### src/rtl/ice_pkg.sv
package ice_pkg;

	// One byte on the UART, the master bus or a frame field
	typedef logic [7:0] ice_byte_t;

	// Slave data word
	// bit 8 flags the last word of a response
	typedef logic [8:0] sl_word_t;

	// Clock cycles per UART bit
	typedef logic [15:0] baud_div_t;

	// Host command codes
	localparam ice_byte_t CMD_VERSION = "V";
	localparam ice_byte_t CMD_BAUD = "b";
	localparam ice_byte_t CMD_GPIO_OUT = "O";
	localparam ice_byte_t CMD_GPIO_INT = "I";
	localparam ice_byte_t CMD_GPIO_READ = "i";

	// Solicited response codes
	localparam ice_byte_t RSP_ACK = 8'h00;
	localparam ice_byte_t RSP_NAK = 8'h01;

	// Unsolicited message types
	localparam ice_byte_t MSG_GPIO = "g";

	// Version reply payload
	localparam ice_byte_t VERSION_MAJOR = 8'h00;
	localparam ice_byte_t VERSION_MINOR = 8'h05;

	// True for every command some responder handles
	function automatic logic is_known_cmd(input ice_byte_t cmd);
		return cmd inside {CMD_VERSION, CMD_BAUD, CMD_GPIO_OUT, CMD_GPIO_INT,
			CMD_GPIO_READ};
	endfunction

endpackage

### src/rtl/uart.sv
module uart
	import ice_pkg::*;
(
	input  logic      clk,
	input  logic      reset,
	input  baud_div_t baud_div,
	input  logic      rx_in,
	output logic      tx_out,
	input  logic      tx_latch,
	input  ice_byte_t tx_data,
	output logic      tx_empty,
	output ice_byte_t rx_data,
	output logic      rx_latch
);
	typedef enum logic [1:0] {RX_IDLE, RX_START, RX_DATA, RX_STOP} rx_state_t;

	rx_state_t rx_state;
	logic rx_meta;
	logic rx_sync;
	baud_div_t rx_cnt;
	logic [2:0] rx_bit;
	ice_byte_t rx_shift;
	baud_div_t tx_cnt;
	logic [3:0] tx_bit;
	logic [9:0] tx_shift;

	// Line is asynchronous to clk
	always_ff @(posedge clk or posedge reset) begin
		if (reset) begin
			rx_meta <= 1'b1;
			rx_sync <= 1'b1;
		end else begin
			rx_meta <= rx_in;
			rx_sync <= rx_meta;
		end
	end

	// Receiver, counts down to the middle of each bit
	always_ff @(posedge clk or posedge reset) begin
		if (reset) begin
			rx_state <= RX_IDLE;
			rx_cnt <= '0;
			rx_bit <= '0;
			rx_shift <= '0;
			rx_data <= '0;
			rx_latch <= 1'b0;
		end else begin
			rx_latch <= 1'b0;
			if (rx_state == RX_IDLE) begin
				// Start edge, wait half a bit
				if (!rx_sync) begin
					rx_cnt <= baud_div >> 1;
					rx_state <= RX_START;
				end
			end else if (rx_cnt != '0) begin
				rx_cnt <= rx_cnt - 1'b1;
			end else begin
				rx_cnt <= baud_div - 1'b1;
				case (rx_state)
					// Glitch if the start bit is gone at mid-bit
					RX_START: rx_state <= rx_sync ? RX_IDLE : RX_DATA;
					RX_DATA: begin
						// LSB first
						rx_shift <= {rx_sync, rx_shift[7:1]};
						rx_bit <= rx_bit + 1'b1;
						if (rx_bit == 3'd7)
							rx_state <= RX_STOP;
					end
					default: begin
						// Framing error drops the byte
						rx_data <= rx_shift;
						rx_latch <= rx_sync;
						rx_state <= RX_IDLE;
					end
				endcase
			end
		end
	end

	// Transmitter, start + 8 data + stop
	always_ff @(posedge clk or posedge reset) begin
		if (reset) begin
			tx_empty <= 1'b1;
			tx_shift <= '1;
			tx_cnt <= '0;
			tx_bit <= '0;
		end else if (tx_empty) begin
			if (tx_latch) begin
				tx_shift <= {1'b1, tx_data, 1'b0};
				tx_cnt <= baud_div - 1'b1;
				tx_bit <= '0;
				tx_empty <= 1'b0;
			end
		end else if (tx_cnt != '0) begin
			tx_cnt <= tx_cnt - 1'b1;
		end else begin
			// Shift in ones so the line idles high
			tx_shift <= {1'b1, tx_shift[9:1]};
			tx_cnt <= baud_div - 1'b1;
			tx_bit <= tx_bit + 1'b1;
			if (tx_bit == 4'd9)
				tx_empty <= 1'b1;
		end
	end

	assign tx_out = tx_shift[0];

	// Framer must respect back-pressure
	a_tx_latch_when_empty: assert property (@(posedge clk) disable iff (reset)
		tx_latch |-> tx_empty);

endmodule

### config.mk
export PLATFORM = sky130hd
export DESIGN_NAME = uart
export DESIGN_NICKNAME = d
export VERILOG_FILES = /design/src/rtl/ice_pkg.sv /design/src/rtl/uart.sv
export SDC_FILE = /design/constraint.sdc
export NUM_CORES = 1
export LEC_CHECK = 0
export BUFFER_PORTS_ARGS = -buffer_cell sky130_fd_sc_hd__buf_2
export CORE_MARGIN = 4
export CORE_UTILIZATION = 64
export CTS_CLUSTER_SIZE = 10
export DETAILED_ROUTE_END_ITERATION = 6
export GPL_ROUTABILITY_DRIVEN = 0
export PLACE_DENSITY_LB_ADDON = 0.1
export SYNTH_ARGS = -nofsm -noshare
export SYNTH_HDL_FRONTEND = slang
export SYNTH_SLANG_ARGS = --single-unit
export TNS_END_PERCENT = 10
### constraint.sdc
create_clock -name clk -period 6.8 [get_ports clk]
set_input_delay 0.34 -clock clk [delete_from_list [all_inputs] [get_ports clk]]
set_output_delay 0.34 -clock clk [all_outputs]
set_load 0.005 [all_outputs]
==> key figures, run 1 <==
Status
  • Status: finished clean

GRT
  • Wire length of the first global-routing pass: around 17000 µm
  • Total routing usage reported by global routing: roughly 28%
  • Sum of overflow across all layers after global routing: 0
  • Pin count of the biggest net entering global routing: 71
  • Number of antenna violations at the first check in global routing: 0
  • Via count of the first global-routing pass: 3467

Clock network
  • Number of sinks driven by the clock tree: 70
  • Number of buffers inserted by hold repair at cts: 0
  • Post-CTS setup-driven buffer insertion count: 0
  • TritonCTS clock tree: built
  • Root buffer cell: clkbuf_8
  • Max Root-Sink Buffers: 2
  • Post-CTS Resized: 0
  • Clock buffer count from CTS: 9
  • Clock-pin transition on the worst setup and hold timing paths: ~0.080 ns
  • Latest clock arrival within the worst-skew pair: around 0.36 ns
  • Total number of H-tree levels: 3

Final layout
  • Multi-input logic area: between 0.002 and 0.0025 mm²
  • # diodes: 0
  • Commonest non-fill, non-tap cells in the layout: 58 x dfrtp_1, 43 x nand2_1, 38 x buf_2
  • Area taken by flip-flops and latches: between 0.0015 and 0.002 mm²
  • Share of post-route cells with drive strength above 1: 23.4%
  • Most common library cell in the layout ignoring fill and taps: dfrtp_1
  • Final net count: 505
  • Area added between synthesis and finish: 12.3%
  • Layout fillers: around 460

Floorplanning
  • Die Area: 0.00787 mm²
  • Die outline width: 88.7 µm
  • Number of core rows: 29
  • Initial standard-cell utilization of the core: 65.6%
  • I/O pin count: 39
  • Core outline area: roughly 0.0063 mm²
  • Floorplan die height: about 90 µm

Yosys
  • Number of flops mapped to enable cells by yosys: 0
  • Cell area after technology mapping: 0.00417 mm²
  • Cells after Synth: between 400 and 500
  • Main flop type after synthesis: dfrtp_1
  • #FFs+latches synth: 70
  • Area contributors post-synth: dfrtp_1 35%, dfstp_2 7.6%, mux2_2 6.8%, mux2i_1 4.1%, nand2_1 3.9%
  • Sequential-to-total area share from yosys stat: between 40 and 50%
  • Post-Synthesis Net Count: about 470
  • Leading area contributor after synthesis: dfrtp_1
  • Syn. warnings: 0
  • Top cell type's share of synthesized area: 34.8%
  • Proportion of register bits with asynchronous set or reset after synthesis: between 90% and 100%
  • Average instance area after synthesis: slightly below 10 µm²
  • Cell variety after synth: 59

Timing
  • Minimum period implied by the final worst setup slack: roughly 3.2 ns
  • Setup repair after global routing missed its margin: no
  • Max-slew violation count: 0
  • Final hold violations: 0
  • Min setup slack post-route: 3.60 ns
  • Final setup violating endpoints: 0
  • Upper clock frequency limit: about 310 MHz
  • Worst slew margin relative to its limit: between 30% and 40%
  • Worst hold slack across all endpoints: between 0.07 and 0.08 ns
  • Final worst path period share: between 40 and 50%
  • Final clock skew: approximately 0.0073 ns
  • Accumulated negative setup slack: 0 ns
  • Tightest Pin Transition: slightly below 1 ns

Worst setup path
  • Category of the worst setup path launch point: flop
  • CP arrival: 3.44 ns
  • Type of element capturing the critical path: flop
  • Critical-path maximum fanout: 13
  • Required time at the worst-slack endpoint: about 7.0 ns
  • Crit Path Class: flop to flop

Drt
  • Routed length per instance: roughly 19 µm
  • Per-cell via count in the routed design: about 6.4
  • Pre-antenna DRT Iters: 6
  • Count of unresolved DRC violations after routing: 0
  • Violation count after the first detailed-routing iteration: around 310
  • Total via count in the routed design: 3525
  • Detailed-route wire length: around 10000 µm
  • DRT antenna net count: 0

Job
  • Number of maximum-capacitance violations: 0

Pwr
  • Leak pwr: 2.06 nW
  • Peak supply drop: approximately 0.19 mV
  • Power Dens Cells: about 290 mW/mm²

Placed design
  • HPWL after detailed placement: 7190 µm
  • Quantity of I/O buffers inserted on ports: 38
  • Worst setup slack before clock tree synthesis: between 3 and 4 ns

Hold path
  • Worst min path class: input port to flop
-- final timing paths --
path | start | to | slack [ns] | cells after the start
worst min-delay path | rx_in | rx_meta | 0.08 | 1
min in group asynchronous | reset | rx_cnt[11] | 0.24 | 3
worst max-delay path | rx_cnt[2] | rx_shift[6] | 3.60 | 5
worst min register to register | rx_meta | rx_sync | 0.36 | 0
max in group asynchronous | reset | tx_cnt[6] | 6.00 | 3
worst max register to register | rx_cnt[2] | rx_shift[6] | 3.60 | 5
-- power breakdown --
part | switching [mW] | internal (mW)
combinational | 0.157 | 0.152
clock | 0.178 | 0.257
sequential | 0.114 | 0.508
total | 0.449 | 0.917
-- cell type report --
class | count | area share (%)
clock buffer | 10 | 2.94
clock inverter | 6 | 2.49
inverter | 15 | 1.20
multi-input combinational | 325 | 48.5
sequential | 70 | 37.8
tap | 77 | 2.06
timing repair buffer | 44 | 5.03
-- routing by layer --
layer  global-route usage (%)  vias to the layer above  share of wire (%)
met4                     15.8                        0                4.7
met1                     37.6                     1677                 43
met3                     6.52                       42                7.7
met5                        0                        -                  0
met2                     42.6                      158                 45
li1                         -                     1648                  -
-- kinds of logic after synthesis --
logic type	after synthesis	synth area share [%]
AND/OR/NAND/NOR	153	19.9
XOR/XNOR	24	5.05
AO/OA/AOI/OAI	94	15.1
multiplexers	42	10.8
adder cells (fa/ha/maj)	12	3.60
buffers and inverters	33	3.15
flip-flops	70	42.4
-- critical path, cell delays in order, from the launching register on --
cell	delay (ns)
dfrtp_1	0.45
nor4_2	0.61
nand4_1	0.66
nor2_2	0.46
and2_1	0.50
mux2_2	0.40
-- through the flow --
stage	power [mW]	cell area [µm²]	cells	util, %
CTS	1.36	4680	547	73.7
finish	1.37	4680	547	73.7
detailed placement	0.927	4420	531	69.7
floorplan	0.839	4170	428	-
global route	1.44	4680	547	73.7
global placement	0.913	4420	531	69.7
-- Yosys cell counts, types with 7 or more instances --
library cell,n
a21oi_1,20
clkbuf_1,12
dfrtp_1,58
dfstp_2,12
ha_1,12
inv_1,15
mux2_2,25
mux2i_1,17
nand2_1,43
nand2b_1,7
nand3_1,11
nor2_1,29
nor3_1,9
nor4_1,8
o21ai_0,30
xnor2_1,12
xor2_1,12
-- registers in the layout (all words and copies together), names as in the netlist --
name and flops:
rx_cnt 16, tx_cnt 16, tx_shift 9, rx_data 8
rx_shift 8, tx_bit 4, rx_bit 3, rx_state 2
rx_latch 1, rx_meta 1, rx_sync 1, tx_empty 1
Power figures use the tool's default switching activity.
==> run 2, diff against run 1 <==
--- a/config.mk
+++ b/config.mk
@@ -5,9 +5,10 @@
 export SDC_FILE = /design/constraint.sdc
 export NUM_CORES = 1
 export LEC_CHECK = 0
+export ABC_AREA = 1
 export BUFFER_PORTS_ARGS = -buffer_cell sky130_fd_sc_hd__buf_2
 export CORE_MARGIN = 4
-export CORE_UTILIZATION = 64
+export CORE_UTILIZATION = 55
 export CTS_CLUSTER_SIZE = 10
 export DETAILED_ROUTE_END_ITERATION = 6
 export GPL_ROUTABILITY_DRIVEN = 0
==> constraint.sdc (replaced) <==
create_clock -name clk -period 2.7 [get_ports clk]
set_input_delay 0.135 -clock clk [delete_from_list [all_inputs] [get_ports clk]]
set_output_delay 0.135 -clock clk [all_outputs]
set_load 0.005 [all_outputs]
==> run 2 against run 1 <==
Against the previous run: setup slack got worse by 2.9 ns; total power rose to 2.5 times the previous value; wire length rose by 2.9%; count of clock-buffer cells in the layout did not move; final area rose by 9.0%; area after synthesis rose by 11%; flip-flop and latch count did not move; via count rose by 19%; sequential power rose by 140%; critical endpoint is now rx_cnt[2]; largest cell class unchanged; highest routed layer unchanged.
==> key figures, run 2 <==
Yosys
  • Cell area after technology mapping: 0.00462 mm² (+11%)
  • Top post-synthesis cells by count: 218 x nand2_1, 75 x inv_1, 64 x nor2_1, 58 x dfrtp_1, 50 x nand3_1
  • Share of synthesized cell area in and, or, nand and nor gates: 35.9% (+16 points)
  • Most common cell in the netlist: nand2_1
  • Proportion of register bits with asynchronous set or reset after synthesis: 100% (unchanged)
  • XOR/XNOR Fraction of Synth Area: 2.46% (-2.6 points)
  • Sequential-to-total area share from yosys stat: 38.2% (-4.2 points)
  • Leading area contributor after synthesis: dfrtp_1
  • Top cell type's share of synthesized area: 31.4% (-3.4 points)
  • Synthesized-area fraction occupied by ao, oa, aoi and oai cells: 11.3% (-3.8 points)
  • Mux cell area share after synthesis: 0.217% (-11 points)
  • Cell variety after synth: 33 (-44%)
  • Average instance area after synthesis: 7.20 µm² (-26%)
  • Post-Synthesis Net Count: 682 (+46%)
  • Cells after Synth: 642 (+50%)
  • Syn. warnings: 0 (unchanged)
  • Adder and majority cell fraction of the synthesized area: 3.25% (-0.35 points)
  • Area contributors post-synth: dfrtp_1 31%, nand2_1 18%, dfstp_2 6.8%, inv_1 6.1%, nand3_1 5.4%
  • Main flop type after synthesis: dfrtp_1
  • Number of flops mapped to enable cells by yosys: 0 (unchanged)
  • #FFs+latches synth: 70 (unchanged)
  • Largest family of logic cells by synthesized area: simple AND/OR/NAND/NOR gates

Clock network
  • Clock-pin transition on the worst setup and hold timing paths: 0.09 ns (about the same)
  • Number of sinks driven by the clock tree: 70 (unchanged)
  • Max Root-Sink Buffers: 2 (unchanged)
  • Latest clock arrival within the worst-skew pair: 0.35 ns (about the same)
  • TritonCTS clock tree: built
  • Clock buffer count from CTS: 9 (unchanged)
  • Post-CTS setup-driven buffer insertion count: 0 (unchanged)
  • Number of buffers inserted by hold repair at cts: 1 (+1)
  • Total number of H-tree levels: 3 (unchanged)
  • Post-CTS Resized: 0 (unchanged)
  • Root buffer cell: clkbuf_8

Pwr
  • Proportion of power drawn by combinational gates: 27.8% (+5.2 points)
  • Internal power: 2.19 mW (+140%)
  • Power Dens Cells: 677 mW/mm² (+130%)
  • Reported net switching power: 1.26 mW (+180%)
  • Peak supply drop: 0.416 mV (+110%)
  • Part of the total power dissipated in the clock network: 28.5% (-3.3 points)
  • Sequential share of power: 43.7% (-1.9 points)
  • Switching power as a share of total power: 36.6% (+3.7 points)
  • Leak pwr: 2.57 nW (+24%)

Timing
  • Minimum period implied by the final worst setup slack: 1.97 ns (-1.23 ns)
  • Final hold violations: 0 (unchanged)
  • Final worst path period share: 73.0% (+26 points)
  • Final setup violating endpoints: 0 (unchanged)
  • Worst slew margin relative to its limit: 42.2% (+7.3 points)
  • Worst hold slack across all endpoints: 0.0290 ns (-0.0476 ns)
  • Max-slew violation count: 0 (unchanged)
  • Tightest Pin Transition: 0.868 ns (-0.105 ns)
  • Setup repair after global routing missed its margin: no
  • Final clock skew: 0.0120 ns (+0.00475 ns)
  • Upper clock frequency limit: 507 MHz (+62%)
  • Accumulated negative setup slack: 0 ns (unchanged)

Worst setup path
  • Required time at the worst-slack endpoint: 2.92 ns (-4.12 ns)
  • Type of element capturing the critical path: flop
  • Slowest cell delay on critical path: 0.39 ns (-0.27 ns)
  • Critical-path maximum fanout: 16 (+3)
  • Cell with the largest stage delay on the worst path: dfrtp_1
  • CP arrival: 2.19 ns (-1.25 ns)
  • Category of the worst setup path launch point: flop
  • Crit Path Class: flop to flop
  • Crit-path cells: inv_1 > ha_1 > buf_4 > nand2_1 > inv_1 > nand2_1 > o21ai_0 > nor2_1 > o21ai_0

Final layout
  • Commonest non-fill, non-tap cells in the layout: 218 x nand2_1, 74 x inv_1, 64 x nor2_1
  • Final net count: 722 (+43%)
  • Area added between synthesis and finish: 10.4%
  • Most common library cell in the layout ignoring fill and taps: nand2_1
  • Layout fillers: 775 (+69%)
  • Multi-input logic area: 0.00245 mm² (+8.2%)
  • Post-Layout Inst Area: 0.00510 mm² (+9.0%)
  • # diodes: 0 (unchanged)
  • Largest registers: rx_cnt (16), tx_cnt (16), tx_shift (9)
  • Share of post-route cells with drive strength above 1: 17.5% (-5.9 points)
  • Area taken by flip-flops and latches: 0.00177 mm² (unchanged)

Drt
  • Violation count after the first detailed-routing iteration: 267 (-15%)
  • Detailed-route wire length: 10700 µm (+2.9%)
  • Routed length per instance: 13.5 µm (-29%)
  • Count of unresolved DRC violations after routing: 0 (unchanged)
  • Total via count in the routed design: 4180 (+19%)
  • DRT antenna net count: 0 (unchanged)
  • Pre-antenna DRT Iters: 5 (-1)
  • Per-cell via count in the routed design: 5.28 (-18%)

Floorplanning
  • I/O pin count: 39 (unchanged)
  • Floorplan die height: 99.6 µm (+12%)
  • Core outline area: 0.00818 mm² (+29%)
  • Initial standard-cell utilization of the core: 56.5% (-9.1 points)
  • Number of core rows: 33 (+14%)
  • Die Area: 0.00993 mm² (+26%)
  • Die outline width: 99.6 µm (+12%)

GRT
  • Sum of overflow across all layers after global routing: 0 (unchanged)
  • M2 GR Usage: 36.5% (-6.1 points)
  • Wire length of the first global-routing pass: 18200 µm (+8.3%)
  • Met3 layer usage reported by global route: 4.70% (-1.8 points)
  • Via count of the first global-routing pass: 3929 (+13%)
  • Most Used Layer, Global Route: met2
  • Number of antenna violations at the first check in global routing: 0 (unchanged)
  • Global Route met1 Usage: 31.2% (-6.5 points)
  • Total routing usage reported by global routing: 22.8% (-5.5 points)
  • Pin count of the biggest net entering global routing: 71 (unchanged)

Placed design
  • HPWL after detailed placement: 7920 µm (+10%)
  • Placement-stage cell area: 0.00486 mm² (+9.8%)
  • Quantity of I/O buffers inserted on ports: 38 (unchanged)

Hold path
  • Worst min path class: input port to flop

Status
  • Status: finished clean

Job
  • Number of maximum-capacitance violations: 0 (unchanged)
run 2: cell count changes in the layout (fill, tap and decap cells not counted), sizes merged, moves of 12 or more:
cell | before | now
inv | 17 | 81
mux2 | 25 | 0
mux2i | 17 | 1
nand2 | 43 | 229
nand3 | 11 | 51
nor2 | 31 | 80
nor4 | 13 | 0
o211ai | 1 | 13
o21ai | 30 | 54
run 2: cells by family after synthesis:
| group | after synthesis |
|---|---|
| DFF | 70 |
| adders and majority gates | 12 |
| AOI/OAI and AO/OA | 82 |
| xor gates and xnor gates | 13 |
| buffers and inverters | 92 |
| muxes | 1 |
| and+or+nand+nor | 372 |
run 2: cell type report:
cell class	count	area share [%]
Clock buffer	10	2.70
Tap cell	105	2.58
Multi-Input combinational cell	480	48.1
Timing Repair Buffer	41	4.22
Inverter	80	5.89
Sequential cell	70	34.6
Clock inverter	6	1.84
run 2: critical path: cells and delay by family, from the launching register on:
kind                     cells  cell delay [ns]
buffers and inverters        3             0.54
adder cells (fa/ha/maj)      1             0.17
flip-flops                   1             0.39
AO/OA/AOI/OAI                2             0.17
AND/OR/NAND/NOR              3             0.57
run 2: layer usage:
layer | part of all wire (%) | vias to the layer above
met5 | 0 | -
li1 | - | 2113
met2 | 49 | 105
met3 | 4.9 | 15
met1 | 45 | 1947
met4 | 1.7 | 0
run 2: metrics by stage:
stage               util, %  power (mW)  std cells  setup WS [ns]
finish                 62.4        3.45        792          0.729
global route           62.4        3.71        792          0.542
CTS                    62.4        3.47        792          0.776
detailed placement     59.4        2.47        775          0.821
global placement       59.4        2.45        775          0.883
floorplan                 -        2.24        642          0.817
run 2: path summary, 6_finish.rpt:
check,from,end,slack (ns),depth (start not counted)
worst max-delay path,rx_state[1],rx_cnt[2],0.73,9
worst min register to register,rx_meta,rx_sync,0.36,0
worst max register to register,rx_state[1],rx_cnt[2],0.73,9
worst min-delay path,tx_data[0],tx_shift[1],0.03,3
min in group asynchronous,reset,rx_data[1],0.04,3
max in group asynchronous,reset,tx_cnt[9],2.10,3
run 2: power groups by stage:
stage	clock network, mW	registers (mW)	logic [mW]
after global placement	0	1.52	0.935
after floorplan	0	1.47	0.767
final	0.984	1.51	0.961
after CTS	1.01	1.50	0.961
after detailed placement	0	1.52	0.952
after global routing	1.06	1.54	1.11
==> run 3, diff against run 2 <==
--- a/config.mk
+++ b/config.mk
@@ -5,10 +5,10 @@
 export SDC_FILE = /design/constraint.sdc
 export NUM_CORES = 1
 export LEC_CHECK = 0
-export ABC_AREA = 1
+export ABC_AREA = 0
 export BUFFER_PORTS_ARGS = -buffer_cell sky130_fd_sc_hd__buf_2
 export CORE_MARGIN = 4
-export CORE_UTILIZATION = 55
+export CORE_UTILIZATION = 60
 export CTS_CLUSTER_SIZE = 10
 export DETAILED_ROUTE_END_ITERATION = 6
 export GPL_ROUTABILITY_DRIVEN = 0
==> constraint.sdc (replaced) <==
create_clock -name clk -period 2 [get_ports clk]
set_input_delay 0.1 -clock clk [delete_from_list [all_inputs] [get_ports clk]]
set_output_delay 0.1 -clock clk [all_outputs]
set_load 0.005 [all_outputs]
==> run 3 against run 2 <==
Against the previous run: the run now ends with negative setup slack left; largest power group unchanged; die area shrank 16%; sequential power grew 44%; critical endpoint is now rx_data[0]; count of clock-buffer cells in the layout is the same.
==> key figures, run 3 (synthesis gave the netlist of run 1 again) <==
Job
  • Number of maximum-capacitance violations: 0 (unchanged)

Pwr
  • Sequential share of power: 47.0% (+3.3 points)
  • Peak supply drop: 0.558 mV (+34%)
  • Internal power: 2.93 mW (+34%)
  • Reported net switching power: 1.69 mW (+34%)
  • Proportion of power drawn by combinational gates: 30.5% (+2.7 points)
  • Part of the total power dissipated in the clock network: 22.5% (-6.0 points)
  • Power Dens Cells: 890 mW/mm² (+31%)
  • Leak pwr: 2.31 nW (-10%)
  • Switching power as a share of total power: 36.6% (about the same)

Final layout
  • Area added between synthesis and finish: 24.8%
  • Share of post-route cells with drive strength above 1: 34.5% (+17 points)
  • Count of non-filler cells in the finished layout: 604 (-24%)
  • Finished Core Util: 77.0% (+15 points)
  • Largest registers: rx_cnt (16), tx_cnt (16), tx_shift (9)
  • Most common library cell in the layout ignoring fill and taps: dfrtp_1
  • Commonest non-fill, non-tap cells in the layout: 55 x dfrtp_1, 52 x buf_4, 42 x nand2_1
  • # diodes: 0 (unchanged)
  • Final net count: 559 (-23%)

Drt
  • Total via count in the routed design: 3745 (-10%)
  • Per-cell via count in the routed design: 6.20 (+17%)
  • Count of unresolved DRC violations after routing: 0 (unchanged)
  • Pre-antenna DRT Iters: 5 (unchanged)
  • Violation count after the first detailed-routing iteration: 272 (+1.9%)
  • Highest layer used for signal routing: met4
  • Routed length per instance: 18.6 µm (+38%)
  • Detailed-route wire length: 11300 µm (+5.1%)
  • DRT antenna net count: 0 (unchanged)
  • Met3 routed WL: 734 µm (+40%)
  • Amount of wire on met2 after detailed routing: 5310 µm (+2.0%)
  • Met1 wire length: 4920 µm (+2.3%)

Timing
  • Final worst path period share: 101% (+28 points)
  • Upper clock frequency limit: 494 MHz (-2.5%)
  • Minimum period implied by the final worst setup slack: 2.02 ns (+0.0515 ns)
  • Tightest Pin Transition: 0.436 ns (-0.432 ns)
  • Max-slew violation count: 0 (unchanged)
  • Final clock skew: 0.0118 ns (-0.000195 ns)
  • Final hold violations: 0 (unchanged)
  • Final setup violating endpoints: 11 (+11)
  • Worst slew margin relative to its limit: 70.7% (+29 points)
  • Setup repair after global routing missed its margin: yes
  • Min setup slack post-route: -0.0227 ns (-0.751 ns)

Clock network
  • Total number of H-tree levels: 3 (unchanged)
  • TritonCTS clock tree: built
  • Number of sinks driven by the clock tree: 70 (unchanged)
  • Root buffer cell: clkbuf_8
  • Clock-pin transition on the worst setup and hold timing paths: 0.09 ns (about the same)
  • Max Root-Sink Buffers: 2 (unchanged)
  • Clock buffer count from CTS: 9 (unchanged)
  • Latest clock arrival within the worst-skew pair: 0.34 ns (about the same)

Placed design
  • Quantity of I/O buffers inserted on ports: 38 (unchanged)
  • HPWL after detailed placement: 8050 µm (+1.7%)
  • Post-placement cell count: 583 (-25%)

Hold path
  • Worst min path class: input port to flop
  • Hold depth: 2 (-1)
  • Launch point of the worst hold path: tx_latch
  • Destination of the worst hold path: tx_bit[1]

GRT
  • Via count of the first global-routing pass: 3736 (-4.9%)
  • Total routing usage reported by global routing: 28.1% (+5.3 points)
  • Sum of overflow across all layers after global routing: 0 (unchanged)
  • Pin count of the biggest net entering global routing: 40 (-44%)
  • Wire length of the first global-routing pass: 18700 µm (+2.9%)
  • Number of antenna violations at the first check in global routing: 0 (unchanged)

Floorplanning
  • Core outline area: 0.00676 mm² (-17%)
  • I/O pin count: 39 (unchanged)
  • Die outline width: 91.3 µm (-8.3%)
  • Number of core rows: 30 (-9.1%)
  • Initial standard-cell utilization of the core: 61.7% (+5.2 points)
  • Die Area: 0.00834 mm² (-16%)
  • Floorplan die height: 91.3 µm (-8.3%)

Worst setup path
  • Worst flop-to-flop path startpoint: rx_cnt[3]
  • Reg2Reg Capture Point: rx_data[0]
  • CP arrival: 2.24 ns (+0.05 ns)
  • Crit Path Class: flop to flop
  • Worst reg-to-reg path cell count: 6 (-3)
  • Type of element capturing the critical path: flop
  • Critical-path maximum fanout: 9 (-7)
  • Required time at the worst-slack endpoint: 2.22 ns (-0.70 ns)
  • Register-to-register path setup slack: -0.02 ns (-0.75 ns)
  • Category of the worst setup path launch point: flop

Status
  • Violated checks: negative setup slack
  • Status: finished, violations left
[run 3: cell types whose count changed in the layout (fill, tap and decap cells not counted), sizes merged, moves of 25 or more]
cell	previous run	this run
nand2	229	43
buf	40	95
nand3	51	11
nor2	80	31
inv	81	16
mux2	0	25
[run 3: worst max-delay path: stages, from the launching register on]
cell,delay (ns)
dfrtp_2,0.47
nor4_4,0.40
and4_4,0.29
nand2b_1,0.09
nor2_2,0.16
buf_12,0.15
mux2_2,0.34
[run 3: final cells by class]
class,instances,area (µm²)
Multi-Input combinational cell,325,2400
Sequential cell,70,1770
Clock buffer,10,128
Timing Repair Buffer,98,693
Fill cell,493,1560
Clock inverter,6,47.5
Tap cell,80,100
Inverter,15,56.3
[run 3: how the worst max path moves through the flow]
stage / startpoint / end / slack (ns) / cells past startpoint
2_1_floorplan: rx_cnt[2] / rx_cnt[15] / -0.05 / 5
3_3_place_gp: baud_div[0] / tx_cnt[12] / -0.05 / 8
3_5_place_dp: baud_div[0] / tx_cnt[8] / -0.09 / 7
4_1_cts: rx_cnt[0] / rx_data[0] / 0.0002 / 8
5_1_grt: tx_cnt[7] / tx_cnt[9] / -0.08 / 7
6_report: rx_cnt[3] / rx_data[0] / -0.02 / 6
[run 3: repair_timing]
action,in CTS,in global routing
setup endpoints to repair,30,38
cloned,0,0
buffers inserted,2,0
hold buffers,3,0
endpoints found under the hold margin,13,0
pin swaps,3,7
gates resized for setup,10,19
[run 3: metrics by stage]
| stage | power [mW] | setup TNS, ns | worst slack (ns) | cell area (µm²) | hold slack, ns |
|---|---|---|---|---|---|
| after floorplan | 2.90 | -0.0515 | -0.0515 | 4190 | 0.104 |
| after global placement | 3.37 | -0.129 | -0.0547 | 4860 | 0.0960 |
| after detailed placement | 3.44 | -1.12 | -0.0915 | 4860 | 0.0962 |
| after CTS | 4.54 | 0 | 0.000218 | 5120 | 0.0110 |
| after global routing | 4.88 | -0.997 | -0.0789 | 5200 | 0.0403 |
| final | 4.63 | -0.0677 | -0.0227 | 5200 | 0.0281 |
[run 3: power groups by stage]
stage	combinational, mW	clock (mW)	sequential, mW
2_1_floorplan	0.847	0	2.05
3_3_place_gp	1.26	0	2.11
3_5_place_dp	1.31	0	2.13
4_1_cts	1.36	1.05	2.13
5_1_grt	1.56	1.11	2.21
6_report	1.41	1.04	2.17
[run 3: routing by layer]
metal	global-route usage [%]	vias to the layer above
li1	-	1760
met1	38.6	1799
met2	44.0	155
met3	4.89	31
met4	11.4	0
met5	0	-
